==> config.mk <==
export PLATFORM = sky130hd
export DESIGN_NAME = umtrx_ctrl_top
export DESIGN_NICKNAME = d
export VERILOG_FILES = /design/src/umtrx_sample_pkg.sv /design/src/umtrx_regmap_pkg.sv /design/src/umtrx_ctrl_top.sv /design/src/umtrx_misc_regs.sv /design/src/umtrx_rx_chan_ctrl.sv /design/src/umtrx_settings_bus.sv
export SDC_FILE = /design/constraint.sdc
export NUM_CORES = 1
export LEC_CHECK = 0
export BUFFER_PORTS_ARGS = -buffer_cell sky130_fd_sc_hd__buf_4
export CORE_AREA = 3 3 132 134
export DETAILED_ROUTE_END_ITERATION = 10
export DIE_AREA = 0 0 135 137
export HOLD_SLACK_MARGIN = 0.05
export PLACE_DENSITY = 0.75
export SLEW_MARGIN = 15
export SYNTH_ARGS = -nofsm -noshare
export SYNTH_HDL_FRONTEND = slang
export SYNTH_SLANG_ARGS = --single-unit
==> constraint.sdc <==
create_clock -name wb_clk -period 3.37 [get_ports wb_clk]
set_input_delay 0.674 -clock wb_clk [delete_from_list [all_inputs] [get_ports wb_clk]]
set_output_delay 0.674 -clock wb_clk [all_outputs]
set_load 0.005 [all_outputs]
==> src/umtrx_sample_pkg.sv <==
// Sample widths and channel counts of the receive side.
// Used by the channel controllers, the misc registers and the top level.
package umtrx_sample_pkg;

   // Raw converter word per lane
   localparam int ADC_W = 12;

   // Frontend sample handed to the DSP chain
   localparam int FRONT_W = 24;

   // Zero bits appended below the ADC word, giving a 16-bit value
   localparam int FRONT_PAD_W = 4;

   // Receive DSP channels
   localparam int NUM_RX_CHAN = 4;

   // ADC frontends a channel can pick from
   localparam int NUM_FRONT = 2;

endpackage

==> src/umtrx_regmap_pkg.sv <==
// Settings-bus register map of the control plane, shared by every settings receiver.
// Also holds the union that decodes one settings data word in its two layouts.
package umtrx_regmap_pkg;

   localparam int SET_ADDR_W = 8;
   localparam int SET_DATA_W = 32;
   // Byte address on the bus side, the settings address is bits 9..2
   localparam int WB_ADR_W = 10;

   ////////////////////////////////////////////////////////////////////////////
   // Register addresses
   localparam logic [SET_ADDR_W-1:0] SR_LED_SW  = 8'd3;
   localparam logic [SET_ADDR_W-1:0] SR_LED_SRC = 8'd6;
   // Switch 2 sits at the next address
   localparam logic [SET_ADDR_W-1:0] SR_DIVSW   = 8'd180;

   // One control word per receive channel, not contiguous
   localparam logic [SET_ADDR_W-1:0] SR_RX_CTRL [umtrx_sample_pkg::NUM_RX_CHAN] =
      '{8'd32, 8'd80, 8'd66, 8'd83};

   ////////////////////////////////////////////////////////////////////////////
   // Reset values and LED layout
   localparam logic [7:0] LED_SRC_AT_RESET = 8'h1E;
   localparam logic       DIVSW_AT_RESET   = 1'b1;

   localparam int LED_HW_RX0_BIT = 3;
   localparam int LED_HW_RX1_BIT = 1;

   ////////////////////////////////////////////////////////////////////////////
   // Settings data word views
   typedef struct packed {
      logic [23:0] unused;
      logic [7:0]  led_byte;
   } led_view_t;

   typedef struct packed {
      logic [29:0] unused;
      logic        fe_sel;
      logic        run;
   } chan_view_t;

   typedef union packed {
      led_view_t  led;
      chan_view_t chan;
   } set_word_u;

endpackage

==> src/umtrx_ctrl_top.sv <==
// Control-plane top: bus-to-settings converter, the receive channel
// controllers and the misc registers, tied together by the settings bus.
`timescale 1ns/1ps

module umtrx_ctrl_top (
   input  logic                                     wb_clk,
   input  logic                                     por_rst,
   // Bus slave port
   input  logic                                     wb_stb_i,
   input  logic                                     wb_we_i,
   input  logic [umtrx_regmap_pkg::WB_ADR_W-1:0]    wb_adr_i,
   input  logic [umtrx_regmap_pkg::SET_DATA_W-1:0]  wb_dat_i,
   output logic                                     wb_ack_o,
   output logic [umtrx_regmap_pkg::SET_DATA_W-1:0]  wb_dat_o,
   // ADC frontends
   input  logic [umtrx_sample_pkg::ADC_W-1:0]       adc0_a_i,
   input  logic [umtrx_sample_pkg::ADC_W-1:0]       adc0_b_i,
   input  logic [umtrx_sample_pkg::ADC_W-1:0]       adc1_a_i,
   input  logic [umtrx_sample_pkg::ADC_W-1:0]       adc1_b_i,
   input  logic                                     adc0_stb_i,
   input  logic                                     adc1_stb_i,
   // Per-channel samples
   output logic [umtrx_sample_pkg::FRONT_W-1:0]     front_i_o [umtrx_sample_pkg::NUM_RX_CHAN],
   output logic [umtrx_sample_pkg::FRONT_W-1:0]     front_q_o [umtrx_sample_pkg::NUM_RX_CHAN],
   output logic [umtrx_sample_pkg::NUM_RX_CHAN-1:0] sample_stb_o,
   // Misc
   output logic [7:0]                               leds_o,
   output logic                                     divsw1_o,
   output logic                                     divsw2_o,
   output logic                                     run_rx0_o,
   output logic                                     run_rx1_o
);
   import umtrx_regmap_pkg::*;
   import umtrx_sample_pkg::*;

   logic                   set_stb;
   logic [SET_ADDR_W-1:0]  set_addr;
   logic [SET_DATA_W-1:0]  set_data;
   logic [NUM_RX_CHAN-1:0] chan_run;
   logic [NUM_RX_CHAN-1:0] chan_fe_sel;

   ////////////////////////////////////////////////////////////////////////////
   // Settings bus
   umtrx_settings_bus u_settings_bus (
      .wb_clk     (wb_clk),
      .por_rst    (por_rst),
      .wb_stb_i   (wb_stb_i),
      .wb_we_i    (wb_we_i),
      .wb_adr_i   (wb_adr_i),
      .wb_dat_i   (wb_dat_i),
      .wb_ack_o   (wb_ack_o),
      .wb_dat_o   (wb_dat_o),
      .set_stb_o  (set_stb),
      .set_addr_o (set_addr),
      .set_data_o (set_data)
   );

   ////////////////////////////////////////////////////////////////////////////
   // Receive channels, all see both frontends
   for (genvar ch = 0; ch < NUM_RX_CHAN; ch++) begin : g_rx_chan
      umtrx_rx_chan_ctrl #(
         .CHAN_NO (ch)
      ) u_rx_chan (
         .wb_clk       (wb_clk),
         .por_rst      (por_rst),
         .set_stb_i    (set_stb),
         .set_addr_i   (set_addr),
         .set_data_i   (set_data),
         .adc0_a_i     (adc0_a_i),
         .adc0_b_i     (adc0_b_i),
         .adc1_a_i     (adc1_a_i),
         .adc1_b_i     (adc1_b_i),
         .adc0_stb_i   (adc0_stb_i),
         .adc1_stb_i   (adc1_stb_i),
         .front_i_o    (front_i_o[ch]),
         .front_q_o    (front_q_o[ch]),
         .sample_stb_o (sample_stb_o[ch]),
         .run_o        (chan_run[ch]),
         .fe_sel_o     (chan_fe_sel[ch])
      );
   end

   ////////////////////////////////////////////////////////////////////////////
   // LEDs and diversity switches
   umtrx_misc_regs u_misc_regs (
      .wb_clk        (wb_clk),
      .por_rst       (por_rst),
      .set_stb_i     (set_stb),
      .set_addr_i    (set_addr),
      .set_data_i    (set_data),
      .chan_run_i    (chan_run),
      .chan_fe_sel_i (chan_fe_sel),
      .leds_o        (leds_o),
      .divsw1_o      (divsw1_o),
      .divsw2_o      (divsw2_o),
      .run_rx0_o     (run_rx0_o),
      .run_rx1_o     (run_rx1_o)
   );

endmodule

==> src/umtrx_misc_regs.sv <==
// LED and diversity-switch registers, plus the map from running channels
// onto the two frontend activity flags that drive the hardware LEDs.
`timescale 1ns/1ps

module umtrx_misc_regs (
   input  logic                                     wb_clk,
   input  logic                                     por_rst,
   input  logic                                     set_stb_i,
   input  logic [umtrx_regmap_pkg::SET_ADDR_W-1:0]  set_addr_i,
   input  logic [umtrx_regmap_pkg::SET_DATA_W-1:0]  set_data_i,
   input  logic [umtrx_sample_pkg::NUM_RX_CHAN-1:0] chan_run_i,
   input  logic [umtrx_sample_pkg::NUM_RX_CHAN-1:0] chan_fe_sel_i,
   output logic [7:0]                               leds_o,
   output logic                                     divsw1_o,
   output logic                                     divsw2_o,
   output logic                                     run_rx0_o,
   output logic                                     run_rx1_o
);
   import umtrx_regmap_pkg::*;
   import umtrx_sample_pkg::*;

   set_word_u              misc_word;
   logic [7:0]             led_sw;
   logic [7:0]             led_src;
   logic [7:0]             led_hw;
   logic [NUM_FRONT-1:0]   fe_active;

   assign misc_word = set_data_i;

   ////////////////////////////////////////////////////////////////////////////
   // Registers
   always_ff @(posedge wb_clk) begin
      if (por_rst) begin
         led_sw   <= '0;
         led_src  <= LED_SRC_AT_RESET;
         divsw1_o <= DIVSW_AT_RESET;
         divsw2_o <= DIVSW_AT_RESET;
      end else if (set_stb_i) begin
         case (set_addr_i)
            SR_LED_SW:       led_sw   <= misc_word.led.led_byte;
            SR_LED_SRC:      led_src  <= misc_word.led.led_byte;
            SR_DIVSW:        divsw1_o <= misc_word.led.led_byte[0];
            SR_DIVSW + 8'd1: divsw2_o <= misc_word.led.led_byte[0];
            default: ;
         endcase
      end
   end

   ////////////////////////////////////////////////////////////////////////////
   // Frontend activity

   // A frontend is busy when any running channel points at it
   always_comb begin
      fe_active = '0;
      for (int ch = 0; ch < NUM_RX_CHAN; ch++) begin
         if (chan_run_i[ch]) begin
            fe_active[chan_fe_sel_i[ch]] = 1'b1;
         end
      end
   end

   assign run_rx0_o = fe_active[0];
   assign run_rx1_o = fe_active[1];

   // Hardware LED word, only the two activity positions are used
   always_comb begin
      led_hw = '0;
      led_hw[LED_HW_RX0_BIT] = run_rx0_o;
      led_hw[LED_HW_RX1_BIT] = run_rx1_o;
   end

   // Mask bit 1 = hardware, 0 = software
   assign leds_o = (led_src & led_hw) | (~led_src & led_sw);

endmodule

==> src/umtrx_rx_chan_ctrl.sv <==
// One receive channel: control register with run and frontend select, plus
// the sample path that picks, pads and registers the chosen ADC pair.
`timescale 1ns/1ps

module umtrx_rx_chan_ctrl #(
   parameter int CHAN_NO = 0
) (
   input  logic                                    wb_clk,
   input  logic                                    por_rst,
   input  logic                                    set_stb_i,
   input  logic [umtrx_regmap_pkg::SET_ADDR_W-1:0] set_addr_i,
   input  logic [umtrx_regmap_pkg::SET_DATA_W-1:0] set_data_i,
   input  logic [umtrx_sample_pkg::ADC_W-1:0]      adc0_a_i,
   input  logic [umtrx_sample_pkg::ADC_W-1:0]      adc0_b_i,
   input  logic [umtrx_sample_pkg::ADC_W-1:0]      adc1_a_i,
   input  logic [umtrx_sample_pkg::ADC_W-1:0]      adc1_b_i,
   input  logic                                    adc0_stb_i,
   input  logic                                    adc1_stb_i,
   output logic [umtrx_sample_pkg::FRONT_W-1:0]    front_i_o,
   output logic [umtrx_sample_pkg::FRONT_W-1:0]    front_q_o,
   output logic                                    sample_stb_o,
   output logic                                    run_o,
   output logic                                    fe_sel_o
);
   import umtrx_regmap_pkg::*;
   import umtrx_sample_pkg::*;

   // ADC word moved up by the pad bits, zero above the 16-bit value
   function automatic logic [FRONT_W-1:0] pad_adc(input logic [ADC_W-1:0] adc);
      logic [FRONT_W-1:0] word;
      word = '0;
      word[ADC_W+FRONT_PAD_W-1:FRONT_PAD_W] = adc;
      return word;
   endfunction

   set_word_u          ctrl_word;
   logic [ADC_W-1:0]   sel_a;
   logic [ADC_W-1:0]   sel_b;
   logic               sel_stb;
   logic               take;

   assign ctrl_word = set_data_i;

   ////////////////////////////////////////////////////////////////////////////
   // Control register
   always_ff @(posedge wb_clk) begin
      if (por_rst) begin
         run_o    <= 1'b0;
         fe_sel_o <= 1'b0;
      end else if (set_stb_i && set_addr_i == SR_RX_CTRL[CHAN_NO]) begin
         run_o    <= ctrl_word.chan.run;
         fe_sel_o <= ctrl_word.chan.fe_sel;
      end
   end

   ////////////////////////////////////////////////////////////////////////////
   // Frontend select and sample register
   assign sel_a   = fe_sel_o ? adc1_a_i : adc0_a_i;
   assign sel_b   = fe_sel_o ? adc1_b_i : adc0_b_i;
   assign sel_stb = fe_sel_o ? adc1_stb_i : adc0_stb_i;

   // Stopped channel ignores its frontend
   assign take = sel_stb & run_o;

   always_ff @(posedge wb_clk) begin
      if (por_rst) begin
         sample_stb_o <= 1'b0;
      end else begin
         sample_stb_o <= take;
      end
   end

   // I/Q hold their last sample between strobes
   always_ff @(posedge wb_clk) begin
      if (take) begin
         front_i_o <= pad_adc(sel_a);
         front_q_o <= pad_adc(sel_b);
      end
   end

   ////////////////////////////////////////////////////////////////////////////
   // Checks

   // A sample only leaves if run was set on the edge that captured it
   a_stb_needs_run : assert property (
      @(posedge wb_clk) disable iff (por_rst)
      sample_stb_o |-> $past(run_o)
   );

endmodule

==> src/umtrx_settings_bus.sv <==
// Bus slave that turns each write access into a one-cycle settings-bus strobe.
// Reads are acknowledged the same way and always return zero.
`timescale 1ns/1ps

module umtrx_settings_bus (
   input  logic                                    wb_clk,
   input  logic                                    por_rst,
   input  logic                                    wb_stb_i,
   input  logic                                    wb_we_i,
   input  logic [umtrx_regmap_pkg::WB_ADR_W-1:0]   wb_adr_i,
   input  logic [umtrx_regmap_pkg::SET_DATA_W-1:0] wb_dat_i,
   output logic                                    wb_ack_o,
   output logic [umtrx_regmap_pkg::SET_DATA_W-1:0] wb_dat_o,
   output logic                                    set_stb_o,
   output logic [umtrx_regmap_pkg::SET_ADDR_W-1:0] set_addr_o,
   output logic [umtrx_regmap_pkg::SET_DATA_W-1:0] set_data_o
);
   import umtrx_regmap_pkg::*;

   logic access;
   logic wr_access;

   // New access only while no ack is out
   assign access    = wb_stb_i & ~wb_ack_o;
   assign wr_access = access & wb_we_i;

   ////////////////////////////////////////////////////////////////////////////
   // Handshake and strobe
   always_ff @(posedge wb_clk) begin
      if (por_rst) begin
         wb_ack_o  <= 1'b0;
         set_stb_o <= 1'b0;
      end else begin
         wb_ack_o  <= access;
         set_stb_o <= wr_access;
      end
   end

   // Word address drops the two byte-lane bits
   always_ff @(posedge wb_clk) begin
      if (wr_access) begin
         set_addr_o <= wb_adr_i[WB_ADR_W-1:2];
         set_data_o <= wb_dat_i;
      end
   end

   // Nothing readable behind this port
   assign wb_dat_o = '0;

   ////////////////////////////////////////////////////////////////////////////
   // Checks

   // Master drops stb after ack, so acks come at least one idle cycle apart
   a_ack_single : assert property (
      @(posedge wb_clk) disable iff (por_rst)
      wb_ack_o |=> !wb_ack_o
   );

endmodule

# == Yosys cells after proc, flatten, opt, wreduce, memory -nomap -nowiden ==
# Index checks and enable logic that the tools add are counted.
# totals
register_bits,144
elab_cells,94
# op_classes
order_cmp,8
n_eq_ne,8
muxes,24
n_bitwise,14
n_reduce_logical,12
# op_table
op,count
$mux W12,8
$eq A8 B7 Y1 const B,3
$eq A8 B8 Y1 const B,2
$and A8 B4 Y8,1
$and A8 B8 Y8,1
$eq A8 B2 Y1 const B,1
$eq A8 B3 Y1 const B,1
$eq A8 B6 Y1 const B,1
$logic_and A1 B1 Y1,8
$lt A1 B2 Y1 const B,4
$mux W1,8
$mux W2,4
$not A8 Y8,1
$or A8 B8 Y8,1
$reduce_and A2 Y1,4
$and A1 B1 Y1,6
$or A2 B2 Y2,3
$demux W1 S1,4
$ge A1 B1 Y1 const B,4
$not A1 Y1,1

# == Logic depth before layout (Yosys ltp) ==
# depth
ltp_word,13
depth_mapped,4

# == Hierarchy ==
# Synthesis repeated with hierarchy kept, for this count alone.
# unflattened
cells_unflattened,547
area_unflattened_um2,7937.6
# modules_own_cells
mod,instances,cells_per_inst,area_each_um2
umtrx_rx_chan_ctrl (g_rx_chan[0].u_rx_chan ...),2,91,1363.8
umtrx_settings_bus,1,78,1515.2
umtrx_rx_chan_ctrl (g_rx_chan[3].u_rx_chan),1,91,1386.3
umtrx_rx_chan_ctrl (g_rx_chan[1].u_rx_chan),1,91,1358.8
umtrx_misc_regs,1,105,949.7

# == Worst setup path after synthesis ==
# No wires, ideal clock.
# synth_timing
kind,input to register
startpoint,input adc1_stb_i
endpoint,"register g_rx_chan[0].u_rx_chan.front_i_o[10] in the netlist's numbering, enable pin"
setup_time_ns,0.409
arrival_ns,1.857
t_required_ns,2.961
setup_slack_ns,1.105
cell_stages,2
n_path_buf,0
path_cell_list,mux2i_1 -> nor2b_1
# synth_between
elab_chain_cells,2
# synth_lines
item,line_no,source
from (decl),umtrx_ctrl_top.sv:21,"input logic adc1_stb_i,"
$mux W1,umtrx_rx_chan_ctrl.sv:60,assign sel_stb = fe_sel_o ? adc1_stb_i : adc0_stb_i;
$and A1 B1 Y1,umtrx_rx_chan_ctrl.sv:63,assign take = sel_stb & run_o;
net g_rx_chan[0].u_rx_chan.take,umtrx_rx_chan_ctrl.sv:40,logic take;
to (signal assigned),umtrx_rx_chan_ctrl.sv:76,front_i_o <= pad_adc(sel_a);
to (decl),umtrx_rx_chan_ctrl.sv:19,"output logic [umtrx_sample_pkg::FRONT_W-1:0] front_i_o,"
# The timed path passes the listed nets, and every way through them passes these cells.
# A chain may end at the register's enable or synchronous reset.

# == Worst setup path in the final report ==
# layout_timing
startpoint,register g_rx_chan[1].u_rx_chan.fe_sel_o
endpoint,output leds_o[1]
# layout_between
elab_chain_cells,12
# layout_lines
item,line_no,source
from (decl),umtrx_rx_chan_ctrl.sv:23,output logic fe_sel_o
from (signal assigned),umtrx_rx_chan_ctrl.sv:52,fe_sel_o <= ctrl_word.chan.fe_sel;
$lt A1 B2 Y1 (not written as such) / $ge A1 B1 Y1 (equally long branches),umtrx_misc_regs.sv:57,fe_active[chan_fe_sel_i[ch]] = 1'b1;
$logic_and A1 B1 Y1 (not written as such),umtrx_misc_regs.sv:57,
$mux W1 (not written as such),umtrx_misc_regs.sv:57,
$demux W1 S1 *,n/a,
$or A2 B2 Y2 (no source line) *,n/a,
$mux W2 *,umtrx_misc_regs.sv:56,if (chan_run_i[ch]) begin
$or A2 B2 Y2 (no source line),n/a,
$mux W2 *,umtrx_misc_regs.sv:56,
$or A2 B2 Y2 (no source line),n/a,
$mux W2 *,umtrx_misc_regs.sv:56,
$and A8 B4 Y8 *,umtrx_misc_regs.sv:73,assign leds_o = (led_src & led_hw) | (~led_src & led_sw);
$or A8 B8 Y8 *,umtrx_misc_regs.sv:73,
to (decl),umtrx_ctrl_top.sv:27,"output logic [7:0] leds_o,"
# Every way passes the cells marked *; elsewhere a longest branch is shown, timed or not.

==> results.yml <==
outcome:
  status: "finished clean"
setup_path:
  crit_buf_inv: 1
  end_kind: "primary output"
  arrival_ps: 1840
  crit_path_start_kind: "register"
  cpPeakStageDelay_ps: 840
  crit_required_ps: 2700
  path_cells: "a22oi_1 -> a31oi_1 -> buf_4"
  cp_top_family: "flip-flops"
  slowest_stage: "dfxtp_1"
  crit_type: "reg2out"
  path_max_fanout: 15
timing:
  tns_ps: 0
  max_freq_mhz: 397.1
  finalCriticalPeriod_ps: 2518
  drv_slew: 0
  tightest_slew_ps: 805.9
  fin_crit_sh_pct: 74.72
  finalHoldViolCount: 0
  fin_skew_ps: 6.364
  rsz0062_at_grt: "false"
  relSlewSlack_pct: 46.20
  finalSetupViolCount: 0
yosys:
  ys_seq_area_share_pct: 56.92
  syn_avg_cell_area_um2: 13.79
  yosysUniqueCellTypes: 33
  ys_seq_elements: 144
  syn-cell-area_um2: 7034
  syn-instance-count: 510
  synth.yosys.warnings: 0
final_layout:
  layout_commonest_cell: "buf_4"
  layout.nets: 793
  post-route-util_pct: 53.02
  layout.cells.non_filler: 930
  layout_common_cells: "192 x buf_4, 128 x conb_1, 112 x edfxtp_1"
  drive_gt1_share_pct: 46.20
  fill_cells: 1364
  diodes: 0
  syn2layout_area_growth_pct: 23.66
cts:
  cts_sinks: 144
  htree_levels: 4
  cts_root_buf: "clkbuf_16"
  path_clk_slew_ps: 60
  cts_tree: "yes"
  cts_buffer_depth: 2
  ctsHoldBuffers: 0
  post-cts-setup-buffers: 0
  post_cts_resized: 0
  insertion_delay_ps: 410
  cts_made_buffers: 17
routing:
  via_count: 4111
  drt_iter0_markers: 216
  avgViaCountPerCell: 4.420
  drc: 0
  avgRoutedWirePerCell_um: 16.79
  drt_pre_antenna_iters: 4
  drt_wl_total_um: 15610
  drtAntennaViolNets: 0
power_and_ir_drop:
  vdd_drop_max_uv: 325.4
  powerDensity_nw_per_um2: 443.8
  leakagePower_nw: 3.537
worst_hold_path:
  min_path_type: "in2reg"
floorplan:
  die_h_um: 137
  rows: 47
  core_um2: 16410
  dieArea_um2: 18500
  ios: 337
  initial_core_util_pct: 42.87
  chipWidth_um: 135
placement:
  port_buffers: 182
  place_congestion: 0.7617
  numPlacedInstances: 898
  hpwl_um: 11060
global_route:
  overflow: 0
  antenna_found_initial: 0
  grt.total_usage_pct: 15.91
  grt_pass1_wl_um: 22350
  grt_max_degree: 46
  grt_pass1_vias: 4103
job:
  maxCapViolCount: 0
[Yosys cell counts]
cell,instances,area [um2]
a31oi_1,2,12.51
nand3b_1,1,7.510
and4_1,2,17.52
nand4_2,1,12.51
nor4b_1,2,17.52
clkbuf_1,5,18.77
mux2_2,96,1081
conb_1,1,3.750
nor2b_1,11,68.82
nor2_1,16,60.06
nand2_1,2,7.510
nor4_1,1,6.260
nor4_4,1,21.27
buf_4,132,991.0
nor3b_2,1,12.51
buf_2,13,65.06
and3b_1,1,8.760
nor3b_1,1,7.510
o22a_1,1,8.760
nor3_1,3,15.01
nand2b_1,28,175.2
nor4bb_2,1,16.27
edfxtp_1,112,3363
and4bb_2,1,12.51
inv_1,4,15.01
nand4bb_1,1,11.26
dfxtp_1,32,640.6
nand3_1,2,10.01
nand4_1,1,6.260
and3_1,1,6.260
buf_6,1,11.26
mux2i_1,30,300.3
a22oi_1,3,22.52
[worst paths after layout]
check                           cells past startpoint                                   to                             from  slack, ps
worst min-delay path                                1         u_settings_bus.set_data_o[3]                      wb_dat_i[3]        440
worst max-delay path                                3                            leds_o[1]  g_rx_chan[1].u_rx_chan.fe_sel_o        850
worst max register to register                      3  g_rx_chan[1].u_rx_chan.front_q_o[8]  g_rx_chan[1].u_rx_chan.fe_sel_o       1400
worst min register to register                      1              u_settings_bus.wb_ack_o          u_settings_bus.wb_ack_o        450
[metrics by stage]
step                cell area, um2  total power, mW  hold WS [ps]  setup WS (ps)
finish                        8698            3.861         435.7          852.0
global route                  8698            3.992         412.4          695.8
CTS                           8698            3.898         413.9          799.8
detailed placement            8152            2.170         437.9           1263
global placement              8152            2.161         427.7           1226
floorplan                     7511            2.180         437.1           1105
[per-layer routing]
metal  vias up  part of all wire, %  track usage, %
met1      1963                   40           19.09
met2       200                   50           27.46
met4         0                  1.3           4.983
met5         -                    0               0
met3        15                  8.4           5.000
li1       1933                    -               -
[sequential cells by signal (all words and copies together), names as in the netlist]
register / count
u_misc_regs.divsw2_o: 1
g_rx_chan.u_rx_chan.sample_stb_o: 4
g_rx_chan.u_rx_chan.front_q_o: 48
u_settings_bus.set_stb_o: 1
u_misc_regs.divsw1_o: 1
u_misc_regs.led_src: 8
g_rx_chan.u_rx_chan.run_o: 4
u_settings_bus.wb_ack_o: 1
u_settings_bus.set_data_o: 8
g_rx_chan.u_rx_chan.front_i_o: 48
u_settings_bus.set_addr_o: 8
u_misc_regs.led_sw: 8
g_rx_chan.u_rx_chan.fe_sel_o: 4
[layout make-up]
| type | instances | area [um2] | share of cell area (%) |
|---|---|---|---|
| clock inverters | 15 | 121.4 | 1.395 |
| flip-flops and latches | 144 | 4004 | 46.03 |
| clock buffers | 17 | 425.4 | 4.891 |
| repair buffers | 192 | 1441 | 16.57 |
| multi-input cells | 338 | 2416 | 27.78 |
| well taps | 220 | 275.3 | 3.165 |
| inverters | 4 | 15.01 | 0.1726 |
[cells by family after synthesis]
kind of cell	Yosys count	share of synthesized area (%)
AO/OA/AOI/OAI	6	0.6225
buffers and inverters	155	15.65
flip-flops	144	56.92
multiplexers	126	19.64
other	1	0.05331
AND/OR/NAND/NOR	78	7.115
[power by group]
group / internal [mW] / leakage, nW / switching, mW
combinational: 0.106 / 2.01 / 0.103
clock: 1.01 / 0.254 / 0.715
sequential: 1.92 / 1.27 / 0.00840
Power figures use the tool's default switching activity.
